$ cat config.mk
export PLATFORM = sky130hd
export DESIGN_NAME = ahb_matrix_decode
export DESIGN_NICKNAME = d
export VERILOG_FILES = /design/src/common/ahb_pkg.sv /design/src/common/matrix_map_pkg.sv /design/src/decode/matrix_addr_stage.sv /design/src/decode/matrix_data_stage.sv /design/src/default_slave/ahb_default_slave.sv /design/src/logic/ahb_matrix_decode.sv
export SDC_FILE = /design/constraint.sdc
export NUM_CORES = 1
export LEC_CHECK = 0
export BUFFER_PORTS_ARGS = -buffer_cell sky130_fd_sc_hd__buf_2
export CORE_AREA = 2 2 95 97
export DETAILED_ROUTE_END_ITERATION = 12
export DIE_AREA = 0 0 97 99
export SETUP_SLACK_MARGIN = 0.5
export SYNTH_ARGS = -nofsm -noshare
export SYNTH_HDL_FRONTEND = slang
export SYNTH_SLANG_ARGS = --single-unit
export TNS_END_PERCENT = 5
$ cat constraint.sdc
create_clock -name HCLK -period 2.4 [get_ports HCLK]
set_clock_uncertainty 0.15 [all_clocks]
set_input_delay 0.36 -clock HCLK [delete_from_list [all_inputs] [get_ports HCLK]]
set_output_delay 0.36 -clock HCLK [all_outputs]
set_load 0.01 [all_outputs]
$ cat src/common/ahb_pkg.sv
// ----------------------------------------------------------
// AHB protocol constants and bundle types
// HTRANS and HRESP codes, decode address width,
// address-phase request and slave return structs
// ----------------------------------------------------------

package ahb_pkg;

    // ------------------------------------------------------
    // Transfer and response codes
    // ------------------------------------------------------
    localparam logic [1:0] HTRANS_IDLE   = 2'b00;
    localparam logic [1:0] HTRANS_BUSY   = 2'b01;
    localparam logic [1:0] HTRANS_NONSEQ = 2'b10;
    localparam logic [1:0] HTRANS_SEQ    = 2'b11;

    localparam logic [1:0] HRESP_OKAY    = 2'b00;
    localparam logic [1:0] HRESP_ERROR   = 2'b01;

    localparam int DATA_W       = 32;   // HRDATA width
    localparam int DEC_ADDR_LSB = 10;   // 1 KB decode granule

    // HADDR[31:10], 22 bits
    typedef logic [31:DEC_ADDR_LSB] dec_addr_t;

    // ------------------------------------------------------
    // Bundles
    // ------------------------------------------------------
    // Input port address phase
    typedef struct packed {
        logic       sel;    // HSEL
        dec_addr_t  addr;   // Upper HADDR bits
        logic [1:0] trans;  // HTRANS
    } addr_req_t;

    // Return path of one slave or output port
    typedef struct packed {
        logic              readyout;  // HREADYOUT
        logic [1:0]        resp;      // HRESP
        logic [DATA_W-1:0] rdata;     // HRDATA
    } slv_rsp_t;

endpackage

$ cat src/common/matrix_map_pkg.sv
// ----------------------------------------------------------
// Bus matrix address map
// Output port count, port-select encoding,
// per-port decode region bounds
// ----------------------------------------------------------

package matrix_map_pkg;

    localparam int NUM_PORTS = 5;   // Output ports MI0..MI4

    // Port select encoding, default slave sits apart at 8
    typedef enum logic [3:0] {
        PORT_MI0 = 4'd0,
        PORT_MI1 = 4'd1,
        PORT_MI2 = 4'd2,
        PORT_MI3 = 4'd3,
        PORT_MI4 = 4'd4,
        PORT_DFT = 4'd8
    } port_sel_t;

    // One bit per output port
    typedef logic [NUM_PORTS-1:0] port_vec_t;

    // Vector index to port code
    localparam port_sel_t PORT_ID [NUM_PORTS] = '{
        PORT_MI0, PORT_MI1, PORT_MI2, PORT_MI3, PORT_MI4
    };

    // ------------------------------------------------------
    // Region table in 1 KB units, bounds inclusive
    // ------------------------------------------------------
    localparam ahb_pkg::dec_addr_t REGION_BASE [NUM_PORTS] = '{
        22'h000000,     // MI0 from 0x0000_0000
        22'h080000,     // MI1 from 0x2000_0000
        22'h100000,     // MI2 from 0x4000_0000
        22'h100040,     // MI3 from 0x4001_0000
        22'h100080      // MI4 from 0x4002_0000
    };

    localparam ahb_pkg::dec_addr_t REGION_LIMIT [NUM_PORTS] = '{
        22'h0003FF,     // MI0 to 0x000F_FFFF
        22'h0800FF,     // MI1 to 0x2003_FFFF
        22'h10003F,     // MI2 to 0x4000_FFFF
        22'h10007F,     // MI3 to 0x4001_FFFF
        22'h1000BF      // MI4 to 0x4002_FFFF
    };

endpackage

$ cat src/decode/matrix_addr_stage.sv
// ----------------------------------------------------------
// Address-phase decode of one matrix input
// Region compare, output port choice,
// HSEL generation and active flag mux
// ----------------------------------------------------------

`timescale 1ns/10ps

module matrix_addr_stage (
    input  ahb_pkg::addr_req_t        addr_req,   // Input port address phase
    input  matrix_map_pkg::port_sel_t data_port,  // Port owning the data phase
    input  matrix_map_pkg::port_vec_t active_in,  // Per-port active flags
    output matrix_map_pkg::port_sel_t addr_port,  // Decoded port
    output matrix_map_pkg::port_vec_t sel_out,    // HSEL per output port
    output logic                      sel_dft,    // HSEL to default slave
    output logic                      active      // Active flag of decoded port
);

    matrix_map_pkg::port_vec_t region_hit;  // Address inside region i

    // ------------------------------------------------------
    // Region compare
    // ------------------------------------------------------
    always_comb
    begin
        for (int i = 0; i < matrix_map_pkg::NUM_PORTS; i++)
        begin
            region_hit[i] = (addr_req.addr >= matrix_map_pkg::REGION_BASE[i]) &&
                            (addr_req.addr <= matrix_map_pkg::REGION_LIMIT[i]);
        end
    end

    // ------------------------------------------------------
    // Port choice
    // ------------------------------------------------------
    // Unmapped addresses fall back first, then the region hits
    // overwrite from the top so that the lowest port wins
    always_comb
    begin
        if (addr_req.trans == ahb_pkg::HTRANS_IDLE)
            addr_port = data_port;                  // IDLE stays put
        else
            addr_port = matrix_map_pkg::PORT_DFT;   // Unmapped access
        for (int i = matrix_map_pkg::NUM_PORTS - 1; i >= 0; i--)
        begin
            if (region_hit[i])
                addr_port = matrix_map_pkg::PORT_ID[i];
        end
    end

    // ------------------------------------------------------
    // Selects
    // ------------------------------------------------------
    always_comb
    begin
        for (int i = 0; i < matrix_map_pkg::NUM_PORTS; i++)
        begin
            // Only while the input port itself is selected
            sel_out[i] = addr_req.sel &&
                         (addr_port == matrix_map_pkg::PORT_ID[i]);
        end
    end

    assign sel_dft = addr_req.sel && (addr_port == matrix_map_pkg::PORT_DFT);

    // ------------------------------------------------------
    // Active flag
    // ------------------------------------------------------
    always_comb
    begin
        active = 1'b1;  // Default slave is always ready to take a transfer
        for (int i = 0; i < matrix_map_pkg::NUM_PORTS; i++)
        begin
            if (addr_port == matrix_map_pkg::PORT_ID[i])
                active = active_in[i];
        end
    end

endmodule

$ cat src/decode/matrix_data_stage.sv
// ----------------------------------------------------------
// Data-phase tracking of one matrix input
// Registered data-phase port and the return mux
// ----------------------------------------------------------

`timescale 1ns/10ps

module matrix_data_stage (
    input  logic                      HCLK,
    input  logic                      HRESETn,
    input  logic                      hready_s,   // Input port HREADY
    input  matrix_map_pkg::port_sel_t addr_port,  // Decoded address-phase port
    input  ahb_pkg::slv_rsp_t [matrix_map_pkg::NUM_PORTS-1:0] port_rsp,
    input  ahb_pkg::slv_rsp_t         dft_rsp,    // Default slave return
    output matrix_map_pkg::port_sel_t data_port,  // Port owning the data phase
    output ahb_pkg::slv_rsp_t         s_rsp       // Return to the input port
);

    // ------------------------------------------------------
    // Data-phase port register
    // ------------------------------------------------------
    // Loads on the input HREADY rather than the returned
    // HREADYOUT, so a held input keeps the return mux fixed
    always_ff @(posedge HCLK)
    begin
        if (!HRESETn)
            data_port <= matrix_map_pkg::PORT_MI0;
        else if (hready_s)
            data_port <= addr_port;     // Address phase accepted
    end

    // ------------------------------------------------------
    // Return mux
    // ------------------------------------------------------
    always_comb
    begin
        // Default slave path
        s_rsp       = dft_rsp;
        s_rsp.rdata = '0;                // No read data from default slave
        for (int i = 0; i < matrix_map_pkg::NUM_PORTS; i++)
        begin
            if (data_port == matrix_map_pkg::PORT_ID[i])
                s_rsp = port_rsp[i];    // Whole bundle of port i
        end
    end

endmodule

$ cat src/default_slave/ahb_default_slave.sv
// ----------------------------------------------------------
// Default slave for unmapped addresses
// Two-cycle ERROR response to NONSEQ and SEQ,
// OKAY with no wait states otherwise
// ----------------------------------------------------------

`timescale 1ns/10ps

module ahb_default_slave (
    input  logic              HCLK,
    input  logic              HRESETn,
    input  logic              hsel,     // Selected by the decoder
    input  logic [1:0]        htrans,   // Input port HTRANS
    input  logic              hready,   // Input port HREADY
    output ahb_pkg::slv_rsp_t rsp       // HREADYOUT, HRESP, HRDATA
);

    logic err_req;      // Accepted transfer that must fail
    logic err_first;    // First ERROR cycle, wait state
    logic err_last;     // Second ERROR cycle, completes

    // IDLE and BUSY never produce an error
    assign err_req = hsel && hready &&
                     ((htrans == ahb_pkg::HTRANS_NONSEQ) ||
                      (htrans == ahb_pkg::HTRANS_SEQ));

    // ------------------------------------------------------
    // Response sequencing
    // ------------------------------------------------------
    always_ff @(posedge HCLK)
    begin
        if (!HRESETn)
        begin
            err_first <= 1'b0;
            err_last  <= 1'b0;
        end
        else
        begin
            err_first <= err_req;
            // A fresh request restarts the sequence
            err_last  <= err_first && !err_req;
        end
    end

    always_comb
    begin
        rsp.readyout = !err_first;      // Low only in the first cycle
        rsp.resp     = (err_first || err_last) ? ahb_pkg::HRESP_ERROR
                                               : ahb_pkg::HRESP_OKAY;
        rsp.rdata    = '0;
    end

endmodule

$ cat src/logic/ahb_matrix_decode.sv
// ----------------------------------------------------------
// Per-input decode stage of the AHB bus matrix
// Address stage, data stage and default slave
// ----------------------------------------------------------

`timescale 1ns/10ps

module ahb_matrix_decode (
    input  logic                      HCLK,
    input  logic                      HRESETn,
    // Input stage side
    input  logic                      hready_s,   // Input port HREADY
    input  ahb_pkg::addr_req_t        addr_req,   // Address-phase bundle
    // Output stage side
    input  matrix_map_pkg::port_vec_t active_in,  // Per-port active flags
    input  ahb_pkg::slv_rsp_t [matrix_map_pkg::NUM_PORTS-1:0] port_rsp,
    output matrix_map_pkg::port_vec_t sel_out,    // HSEL per output port
    // Back to the input stage
    output logic                      active,     // Active flag of chosen port
    output ahb_pkg::slv_rsp_t         s_rsp       // Selected return bundle
);

    // ------------------------------------------------------
    // Internal wiring
    // ------------------------------------------------------
    matrix_map_pkg::port_sel_t addr_port;   // Address-phase port
    matrix_map_pkg::port_sel_t data_port;   // Data-phase port
    logic                      sel_dft;     // Default slave HSEL
    ahb_pkg::slv_rsp_t         dft_rsp;     // Default slave return

    // Address phase
    matrix_addr_stage u_matrix_addr_stage (
        .addr_req  (addr_req),
        .data_port (data_port),
        .active_in (active_in),
        .addr_port (addr_port),
        .sel_out   (sel_out),
        .sel_dft   (sel_dft),
        .active    (active)
    );

    // Data phase
    matrix_data_stage u_matrix_data_stage (
        .HCLK      (HCLK),
        .HRESETn   (HRESETn),
        .hready_s  (hready_s),
        .addr_port (addr_port),
        .port_rsp  (port_rsp),
        .dft_rsp   (dft_rsp),
        .data_port (data_port),
        .s_rsp     (s_rsp)
    );

    // Catches everything outside the map
    ahb_default_slave u_ahb_default_slave (
        .HCLK    (HCLK),
        .HRESETn (HRESETn),
        .hsel    (sel_dft),
        .htrans  (addr_req.trans),
        .hready  (hready_s),
        .rsp     (dft_rsp)
    );

endmodule

* After elaboration in Yosys (flattened, before gate mapping)
Index checks and enable logic that the tools add are counted.
** Word-level totals
- Register bits after elaboration :: 6
- Bits in latches :: 0
- Memory bits (writable) :: 0
- Memory bits (read-only) :: 0
- Input bits :: 208
- Output and inout bits :: 41
- Logic and storage cells :: 62
- Memories :: 0
** Cells by class
- $add $sub $neg :: 0
- $mul :: 0
- Divide/modulo/power cells :: 0
- $lt $le $gt $ge :: 10
- Eq/ne operators :: 11
- Shift-type cells :: 0
- Mux-type cells :: 17
- Bitwise logic cells :: 0
- Reduce and logical (&&, ||, !) cells :: 21
** Operators with widths (number)
- two-way mux 35 bit :: 5
- >= comparator 22 x 21 -> 1 bit, second input constant :: 3
- less-or-equal comparator 22 x 21 -> 1 bit, second input constant :: 3
- two-way mux 4 bit :: 6
- >= comparator 22 x 1 -> 1 bit, second input constant :: 1
- >= comparator 22 x 20 -> 1 bit, second input constant :: 1
- less-or-equal comparator 22 x 10 -> 1 bit, second input constant :: 1
- less-or-equal comparator 22 x 20 -> 1 bit, second input constant :: 1
- == test 4 x 2 -> 1 bit, second input constant :: 4
- logical AND 1 bit :: 14
- == test 4 x 1 -> 1 bit, second input constant :: 2
- == test 4 x 3 -> 1 bit, second input constant :: 2
- logical NOT 4 bit :: 2
- two-way mux 1 bit :: 6
- == test 2 bit, second input constant :: 2
- == test 4 bit, second input constant :: 1
- logical NOT 1 bit :: 2
- logical NOT 2 bit :: 1
- logical OR 1 bit :: 2

* Depth between registers and ports, before layout
Gate-level depths: netlist of run 1.
- Depth in word-level cells :: 13
- Mapped depth :: 7
- Depth with buffers taken out :: 6

* Cells and area by module
From an unflattened synthesis of run 1, not the netlist that was laid out.
** Second synthesis, totals
- Cell total of the unflattened synthesis :: 416
- Area total of the unflattened synthesis :: 2675.1 um2
** Modules (own cells, without submodules)
- matrix_data_stage :: times used 1, cells an instance 314, area an instance 1931.9 um2
- matrix_addr_stage :: times used 1, cells an instance 61, area an instance 422.9 um2
- ahb_default_slave :: times used 1, cells an instance 41, area an instance 320.3 um2

* Worst setup path before layout of run 1
OpenSTA, ideal clock, no wires.
- Kind :: input to output
- Start :: input addr_req[11] (netlist name)
- End :: output active
- Arrival :: 1.800 ns
- Path slack :: 0.090 ns
- Cell stages on the path :: 6
- Path through :: or4_4 > nor3_4 > o21ai_1 > a41oi_2 > a221oi_1 > a211oi_2
** On the way
- Longest elaborated chain between the ends :: 13
** RTL lines
- from (decl) :: line ahb_matrix_decode.sv:13 : input ahb_pkg::addr_req_t addr_req,
- >= comparator 22 x 21 -> 1 bit or less-or-equal comparator 22 x 21 -> 1 bit (tied branches) :: line matrix_addr_stage.sv:28, matrix_addr_stage.sv:29
- logical AND 1 bit :: line matrix_addr_stage.sv:28 : region_hit[i] = (addr_req.addr >= matrix_map_pkg::REGION_BASE[i]) &&
- two-way mux 4 bit (4 in series) :: line matrix_addr_stage.sv:46 : if (region_hit[i])
- two-way mux 4 bit * :: line matrix_addr_stage.sv:46
- logical NOT 4 bit :: line matrix_addr_stage.sv:74 : if (addr_port == matrix_map_pkg::PORT_ID[i])
- two-way mux 1 bit (4 in series) :: line matrix_addr_stage.sv:74
- two-way mux 1 bit * :: line matrix_addr_stage.sv:74
- to (decl) :: line ahb_matrix_decode.sv:19 : output logic active,
Mark *: on every way between the ends. The rest lies on a longest branch, timed or not.

* Worst setup path in the final report of run 1
- Start :: input addr_req[23] (netlist name)
- End :: output active
The elaborated chain is that of the path after synthesis.

==> run_results.csv, run 1 <==
group,metric,value,unit
yosys,synth_nets,480,
setup_path,path_depth,8,
cells_and_area,final_cell_mix,"buf_2, nor2_1, nand2_1",
grt,grt_overflow_total,0,
route,vias,3332,
setup_path,critPathMaxStageDelay,0.56,ns
cts,cts_tree,"built",
power,pwr-share-seq,15.0,%
yosys,syn_area,1730,µm²
yosys,ys_seq_area_share,6.93,%
setup_path,worstPathCellList,"buf_8, or4_4, nor3_4, a21oi_2, mux2i_2, o211ai_1, a211oi_2, buf_2",
die,num_rows,34,
die,die_x,97,µm
power,p_per_area,188,nW/µm²
grt,grt_pass1_wl,15.5,mm
timing,setup_viol,8,
setup_path,critical_path_class,"in -> out",
route,first_iter_violations,235,
power,leakagePower,0.00183,µW
yosys,ys_types,42,
grt,grt_pass1_vias,3180,
cts,cts_max_level,1,
timing,tightest_slew,0.475,ns
route,vias_per_cell,5.21,
setup_path,cp_num_buf_inv,2,
power,clockPowerShare,22.1,%
timing,fmax,391,MHz
setup_path,cp_data_required_time,1.89,ns
cells_and_area,area_growth,107,%
outcome,status,"finished, violations left",
power,switching_share,35.1,%
die,fp.dieH,99,µm
placed_design,hpwl,8.83,mm
setup_path,crit_family,"simple AND/OR/NAND/NOR gates",
yosys,synth_top_family_by_area,"compound AO/OA/AOI/OAI gates",
cells_and_area,nNetsFinal,742,
setup_path,crit_arrival,2.05,ns
cts,clk_pin_slew_worst_paths,0.03,ns
cts,cts.hold.buffers_added,0,
yosys,ys_warn_count,0,
cells_and_area,final_area,3590,µm²
placed_design,place.port_buffers,242,
setup_path,slowest_stage,"or4_4",
cells_and_area,antenna_cells,0,
job,drv_cap,0,
power,share_comb_of_total_power,62.9,%
cts,clock-sinks,6,
power,p_switching,237,µW
yosys,synth_xor_area_share,0,%
yosys,synthMuxAreaShare,2.31,%
timing,hold_violations,0,
die,die_area,9600,µm²
yosys,syn_area_per_cell,6.38,µm²
die,fp.coreArea,8550,µm²
timing,finalMaxSlewViolations,0,
route,ant_nets,0,
route,wl,10.8,mm
timing,fin_setup_tns,-0.760,ns
yosys,synthArstFlopShare,0,%
cells_and_area,layout-drive-gt1-share,60.3,%
yosys,synth_fa_ha_area_share,0,%
timing,slew_headroom,67.9,%
yosys,synth_edf_count,0,
setup_path,end_kind,"primary output",
cts,cts_buffers,3,
cts,clk_latency,0.22,ns
cells_and_area,final_common_cell,"buf_2",
yosys,synth_compound_area_share,43.6,%
die,io_pins,249,
min_path,holdPathStages,3,
power,ir_drop,0.000111,V
setup_path,cp_max_fo,3,
placed_design,gp_congestion,0.871,
yosys,synth_cells,272,
placed_design,placed_area,3270,µm²
grt,grt_max_degree,45,
min_path,min_path_type,"in -> reg",
timing,finalCritPeriodShare,107,%
yosys,synth_seq_cells,6,
setup_path,r2r_cells,8,
grt,antenna_found_initial,0,
setup_path,start_kind,"primary input",
cts,clock-root-buffer,"clkbuf_8",
grt,grt_usage,19.8,%
timing,period_minus_slack,2.56,ns
cts,clk_path_buf_depth,2,
power,internal-power,438,µW
route,routedWlPerCell,16.9,µm
outcome,violations,"negative setup slack",
yosys,synth-simple-area-share,39.9,%
timing,rsz0062_at_grt,"true",
yosys,synth_ff_type,"dfxtp_1",
die,start_util,20.3,%
timing,layout_setup_ws,-0.160,ns
route,drc_errors,0,
route,firstDrtPassIters,8,
## power by group through the flow
stage / sequential [µW] / combinational [µW] / clock, µW
6_report: 102 / 425 / 149
5_1_grt: 102 / 464 / 158
4_1_cts: 102 / 408 / 151
3_5_place_dp: 107 / 387 / 0
3_3_place_gp: 106 / 381 / 0
2_1_floorplan: 104 / 125 / 0
## logic make-up after synthesis
| logic type | count (synthesis) |
|---|---|
| AOI/OAI and AO/OA | 96 |
| buffers and inverters | 31 |
| DFF | 6 |
| muxes | 4 |
| and+or+nand+nor | 135 |
## metal layers
metal | track usage [%] | part of all wire [%]
met1 | 24.0 | 40
met2 | 33.2 | 47
met3 | 6.81 | 12
met4 | 6.18 | 1.7
met5 | 0 | 0
## repair_timing
item | in CTS | in global routing
pin swaps | 70 | 60
gates resized for setup | 28 | 33
setup buffers | 5 | 2
setup endpoints to repair | 43 | 44
hold endpoints to repair | 0 | 0
## cell type report
| class | count | area (µm²) |
|---|---|---|
| clock buffer | 3 | 41.3 |
| fill | 903 | 4960 |
| inverter | 5 | 18.8 |
| multi-input combinational | 235 | 1610 |
| sequential | 6 | 135 |
| tap | 108 | 135 |
| timing repair buffer | 283 | 1660 |
## synthesized netlist by cell type, types with 2 or more instances
library cell  instances  area (µm²)
o211ai_1              2        15.0
nand4_1               4        25.0
nor4_4                2        42.5
and3_1                3        18.8
mux2i_1               4        40.0
nor4b_4               2        47.6
dfxtp_1               6         120
o2bb2ai_1             2        17.5
nor2b_1               4        25.0
nand3_1               4        20.0
o21ai_0               5        25.0
a21oi_1               2        10.0
nor2_1               48         180
clkbuf_1             18        67.6
nor4b_1               3        26.3
a31oi_1              34         213
nand2b_1              3        18.8
o21ai_1               5        25.0
nand2_1              47         176
nor3_1                5        25.0
a222oi_1             33         330
nor4_1                4        25.0
a211oi_1              2        15.0
buf_2                 8        40.0
inv_1                 5        18.8
## flip-flops by register name (all words and copies together) (netlist names)
register	flops
u_matrix_data_stage.data_port	4
u_ahb_default_slave.err_first	1
u_ahb_default_slave.err_last	1
## worst min-delay path: stages
cell	delay, ns
buf_2	0.11
o21ai_0	0.07
a21oi_1	0.04
## path summary, 6_finish.rpt
check,start,endpoint,slack (ns)
worst max-delay path,addr_req[23],active,-0.16
worst min-delay path,HRESETn,u_matrix_data_stage.data_port[3],0.25
worst max register to register,u_matrix_data_stage.data_port[0],u_matrix_data_stage.data_port[0],0.82
worst min register to register,u_ahb_default_slave.err_first,u_ahb_default_slave.err_last,0.34
## stage by stage
| step | total power (µW) | hold WS, ns | std cells | setup slack (ns) | util [%] |
|---|---|---|---|---|---|
| after CTS | 660 | 0.246 | 638 | -0.171 | 40.2 |
| after detailed placement | 493 | 0.340 | 630 | -0.189 | 38.2 |
| after floorplan | 229 | 0.325 | 272 | 0.123 | - |
| final | 676 | 0.249 | 640 | -0.160 | 42.0 |
| after global placement | 488 | 0.336 | 630 | -0.161 | 38.2 |
| after global routing | 724 | 0.252 | 640 | -0.265 | 42.0 |
Power figures use the tool's default switching activity.
==> run 2: changes to the inputs <==
--- a/config.mk
+++ b/config.mk
@@ -5,6 +5,7 @@
 export SDC_FILE = /design/constraint.sdc
 export NUM_CORES = 1
 export LEC_CHECK = 0
+export ABC_AREA = 1
 export BUFFER_PORTS_ARGS = -buffer_cell sky130_fd_sc_hd__buf_2
 export CORE_AREA = 2 2 95 97
 export DETAILED_ROUTE_END_ITERATION = 12
==> run 2 against run 1 <==
  * The run now ends clean
  * Wire length shrank 5.5%
  * Sequential share of layout area is 0.30 points lower
  * Count of clock-buffer cells in the layout stayed put
  * Clock power up 5%
  * Sequential cell count unchanged
  * Combinational power grew 50%
  * Global-route usage shrank 0.64 points
==> run_results.csv, run 2 <==
group,metric,value,unit
route,routedWlPerCell,13.6,µm
min_path,min_path_type,"in -> reg",
grt,antenna_found_initial,0,
cells_and_area,layout-drive-gt1-share,50.8,%
route,firstDrtPassIters,4,
timing,setup_viol,0,
setup_path,worstPathCellList,"buf_6, nor2_4, nand2_2, nor2_2, nand2_2, nand2_2, inv_2, nand3b_1, nand4_1, inv_1, nand2_2, nor2_2, nor2_1, nor2_1, nor2_2, buf_2",
placed_design,gp_congestion,0.872,
grt,grt_pass1_vias,3327,
cells_and_area,regMostFlops,"u_matrix_data_stage.data_port",
yosys,yosys-top-cells-count,"nand2_1, nand3_1, inv_1",
setup_path,crit_arrival,1.85,ns
grt,grt_pass1_wl,15.5,mm
cells_and_area,final_cell_mix,"buf_2, nand2_1, nand3_1",
cells_and_area,area_growth,90.4,%
route,vias_per_cell,4.68,
cts,cts_buffers,3,
setup_path,slowest_stage,"nor2_2",
yosys,synth.most_common_cell,"nand2_1",
setup_path,end_kind,"primary output",
timing,finalCritPeriodShare,98.3,%
placed_design,hpwl,8.13,mm
yosys,yosysTopAreaCellShare,20.8,%
cts,cts_max_level,1,
setup_path,rr_endpoint,"u_matrix_data_stage.data_port[0]",
yosys,synth_cells,393,
setup_path,cp-endpoint,"active",
timing,fin_setup_tns,0,ns
yosys,ys_top_cells_by_area,"nand3_1, nand2_1, o21ai_0",
route,drc_errors,0,
route,vias,3531,
die,die_x,97,µm
power,leakagePower,0.00206,µW
yosys,ys_seq_area_share,6.33,%
cts,clk_pin_slew_worst_paths,0.04,ns
timing,finalMaxSlewViolations,0,
cells_and_area,largest_reg_flops,4,
timing,hold_violations,0,
route,first_iter_violations,90,
setup_path,cp_data_required_time,1.89,ns
yosys,synth_edf_count,0,
yosys,synth_seq_cells,6,
setup_path,r2r_cells,9,
yosys,synth_nets,601,
cts,clk_path_buf_depth,2,
setup_path,reg2reg_from,"u_matrix_data_stage.data_port[0]",
setup_path,critPathMaxStageDelay,0.14,ns
setup_path,critical_path_class,"in -> out",
die,num_rows,34,
grt,grt_overflow_total,0,
cts,clk_latency,0.23,ns
cells_and_area,nNetsFinal,856,
timing,tightest_slew,0.312,ns
setup_path,cp_num_buf_inv,4,
die,io_pins,249,
cts,cts.hold.buffers_added,0,
power,p_per_area,251,nW/µm²
yosys,synthArstFlopShare,0,%
die,fp.dieH,99,µm
cells_and_area,antenna_cells,0,
power,ir_drop,0.000223,V
cells_and_area,final_common_cell,"buf_2",
cells_and_area,reg_top3,"u_matrix_data_stage.data_port: 4 flops, u_ahb_default_slave.err_first: 1 flops, u_ahb_default_slave.err_last: 1 flops",
cts,cts_tree,"built",
timing,period_minus_slack,2.36,ns
cts,clock-root-buffer,"clkbuf_8",
timing,fmax,424,MHz
yosys,syn_area_per_cell,4.83,µm²
yosys,ys_warn_count,0,
yosys,synth_ff_type,"dfxtp_1",
timing,slew_headroom,79.2,%
route,wl,10.2,mm
setup_path,cp_max_fo,4,
yosys,ys_types,24,
die,die_area,9600,µm²
job,drv_cap,0,
placed_design,place.port_buffers,242,
outcome,status,"complete, no violations",
setup_path,crit_family,"simple AND/OR/NAND/NOR gates",
yosys,syn_area,1900,µm²
route,ant_nets,0,
cts,clock-sinks,6,
yosys,synth_area_leader_cell,"nand3_1",
timing,rsz0062_at_grt,"true",
setup_path,cpMostUsedCell,"nand2_2",
setup_path,start_kind,"primary input",
grt,grt_max_degree,29,
power,fin_total_pwr,905,µW
setup_path,path_depth,16,
setup_path,crit_path_start,"addr_req[14]",
die,start_util,22.2,%
grt,grt_usage,19.2,%
setup_path,rrSetupSlack,0.92,ns
die,fp.coreArea,8550,µm²
-- run 2: final cells by class --
type | count | area [µm²]
multi-input cells | 308 | 1610
fillers | 919 | 4940
flip-flops and latches | 6 | 125
clock buffers | 3 | 41.3
well taps | 108 | 135
repair buffers | 268 | 1470
inverters | 61 | 229
-- run 2: metal layers --
metal	GRT usage (%)	wire length, µm	vias up
met3	3.12	699	12
met5	0	0	-
li1	-	-	1799
met1	25.1	4290	1552
met4	2.49	115	0
met2	34.0	5120	168
-- run 2: worst register-to-register path, delay by kind of cell (launching register included) --
family / cells / cell delay [ns]
AND/OR/NAND/NOR: 6 / 0.53
flip-flops: 1 / 0.42
buffers and inverters: 2 / 0.21
AO/OA/AOI/OAI: 1 / 0.10
-- run 2: cell families after synthesis --
group	after synthesis	share of synthesized area, %
compound gates	81	22.4
buf+inv	79	15.6
flops	6	6.33
simple gates	227	55.6
-- run 2: through the flow --
step | util (%) | std cells | worst slack (ns) | hold slack, ns | instance area, µm²
6_report | 42.2 | 754 | 0.0401 | 0.258 | 3610
5_1_grt | 42.2 | 754 | -0.0846 | 0.281 | 3610
4_1_cts | 40.6 | 749 | 0.0226 | 0.248 | 3480
3_5_place_dp | 38.4 | 738 | 0.00309 | 0.289 | 3280
3_3_place_gp | 38.4 | 738 | 0.0446 | 0.282 | 3280
2_1_floorplan | - | 393 | 0.395 | 0.269 | 1900
-- run 2: power breakdown --
group	switching [µW]	internal (µW)
Sequential	6.73	105
Combinational	332	306
Clock	48.0	108
-- run 2: worst min-delay path by stage --
stage | start | to | slack [ns] | cells after the start
6_report | hready_s | u_matrix_data_stage.data_port[0] | 0.26 | 2
5_1_grt | hready_s | u_matrix_data_stage.data_port[0] | 0.28 | 2
4_1_cts | hready_s | u_matrix_data_stage.data_port[0] | 0.25 | 2
2_1_floorplan | u_ahb_default_slave.err_first | u_ahb_default_slave.err_last | 0.27 | 2
3_5_place_dp | u_ahb_default_slave.err_first | u_ahb_default_slave.err_last | 0.29 | 2
3_3_place_gp | u_ahb_default_slave.err_first | u_ahb_default_slave.err_last | 0.28 | 2
-- run 2: timing repair --
item,CTS,global route
setup buffers,8,5
cloned,0,0
endpoints found under the setup margin,41,41
gates resized for setup,26,25
pin swaps,21,15
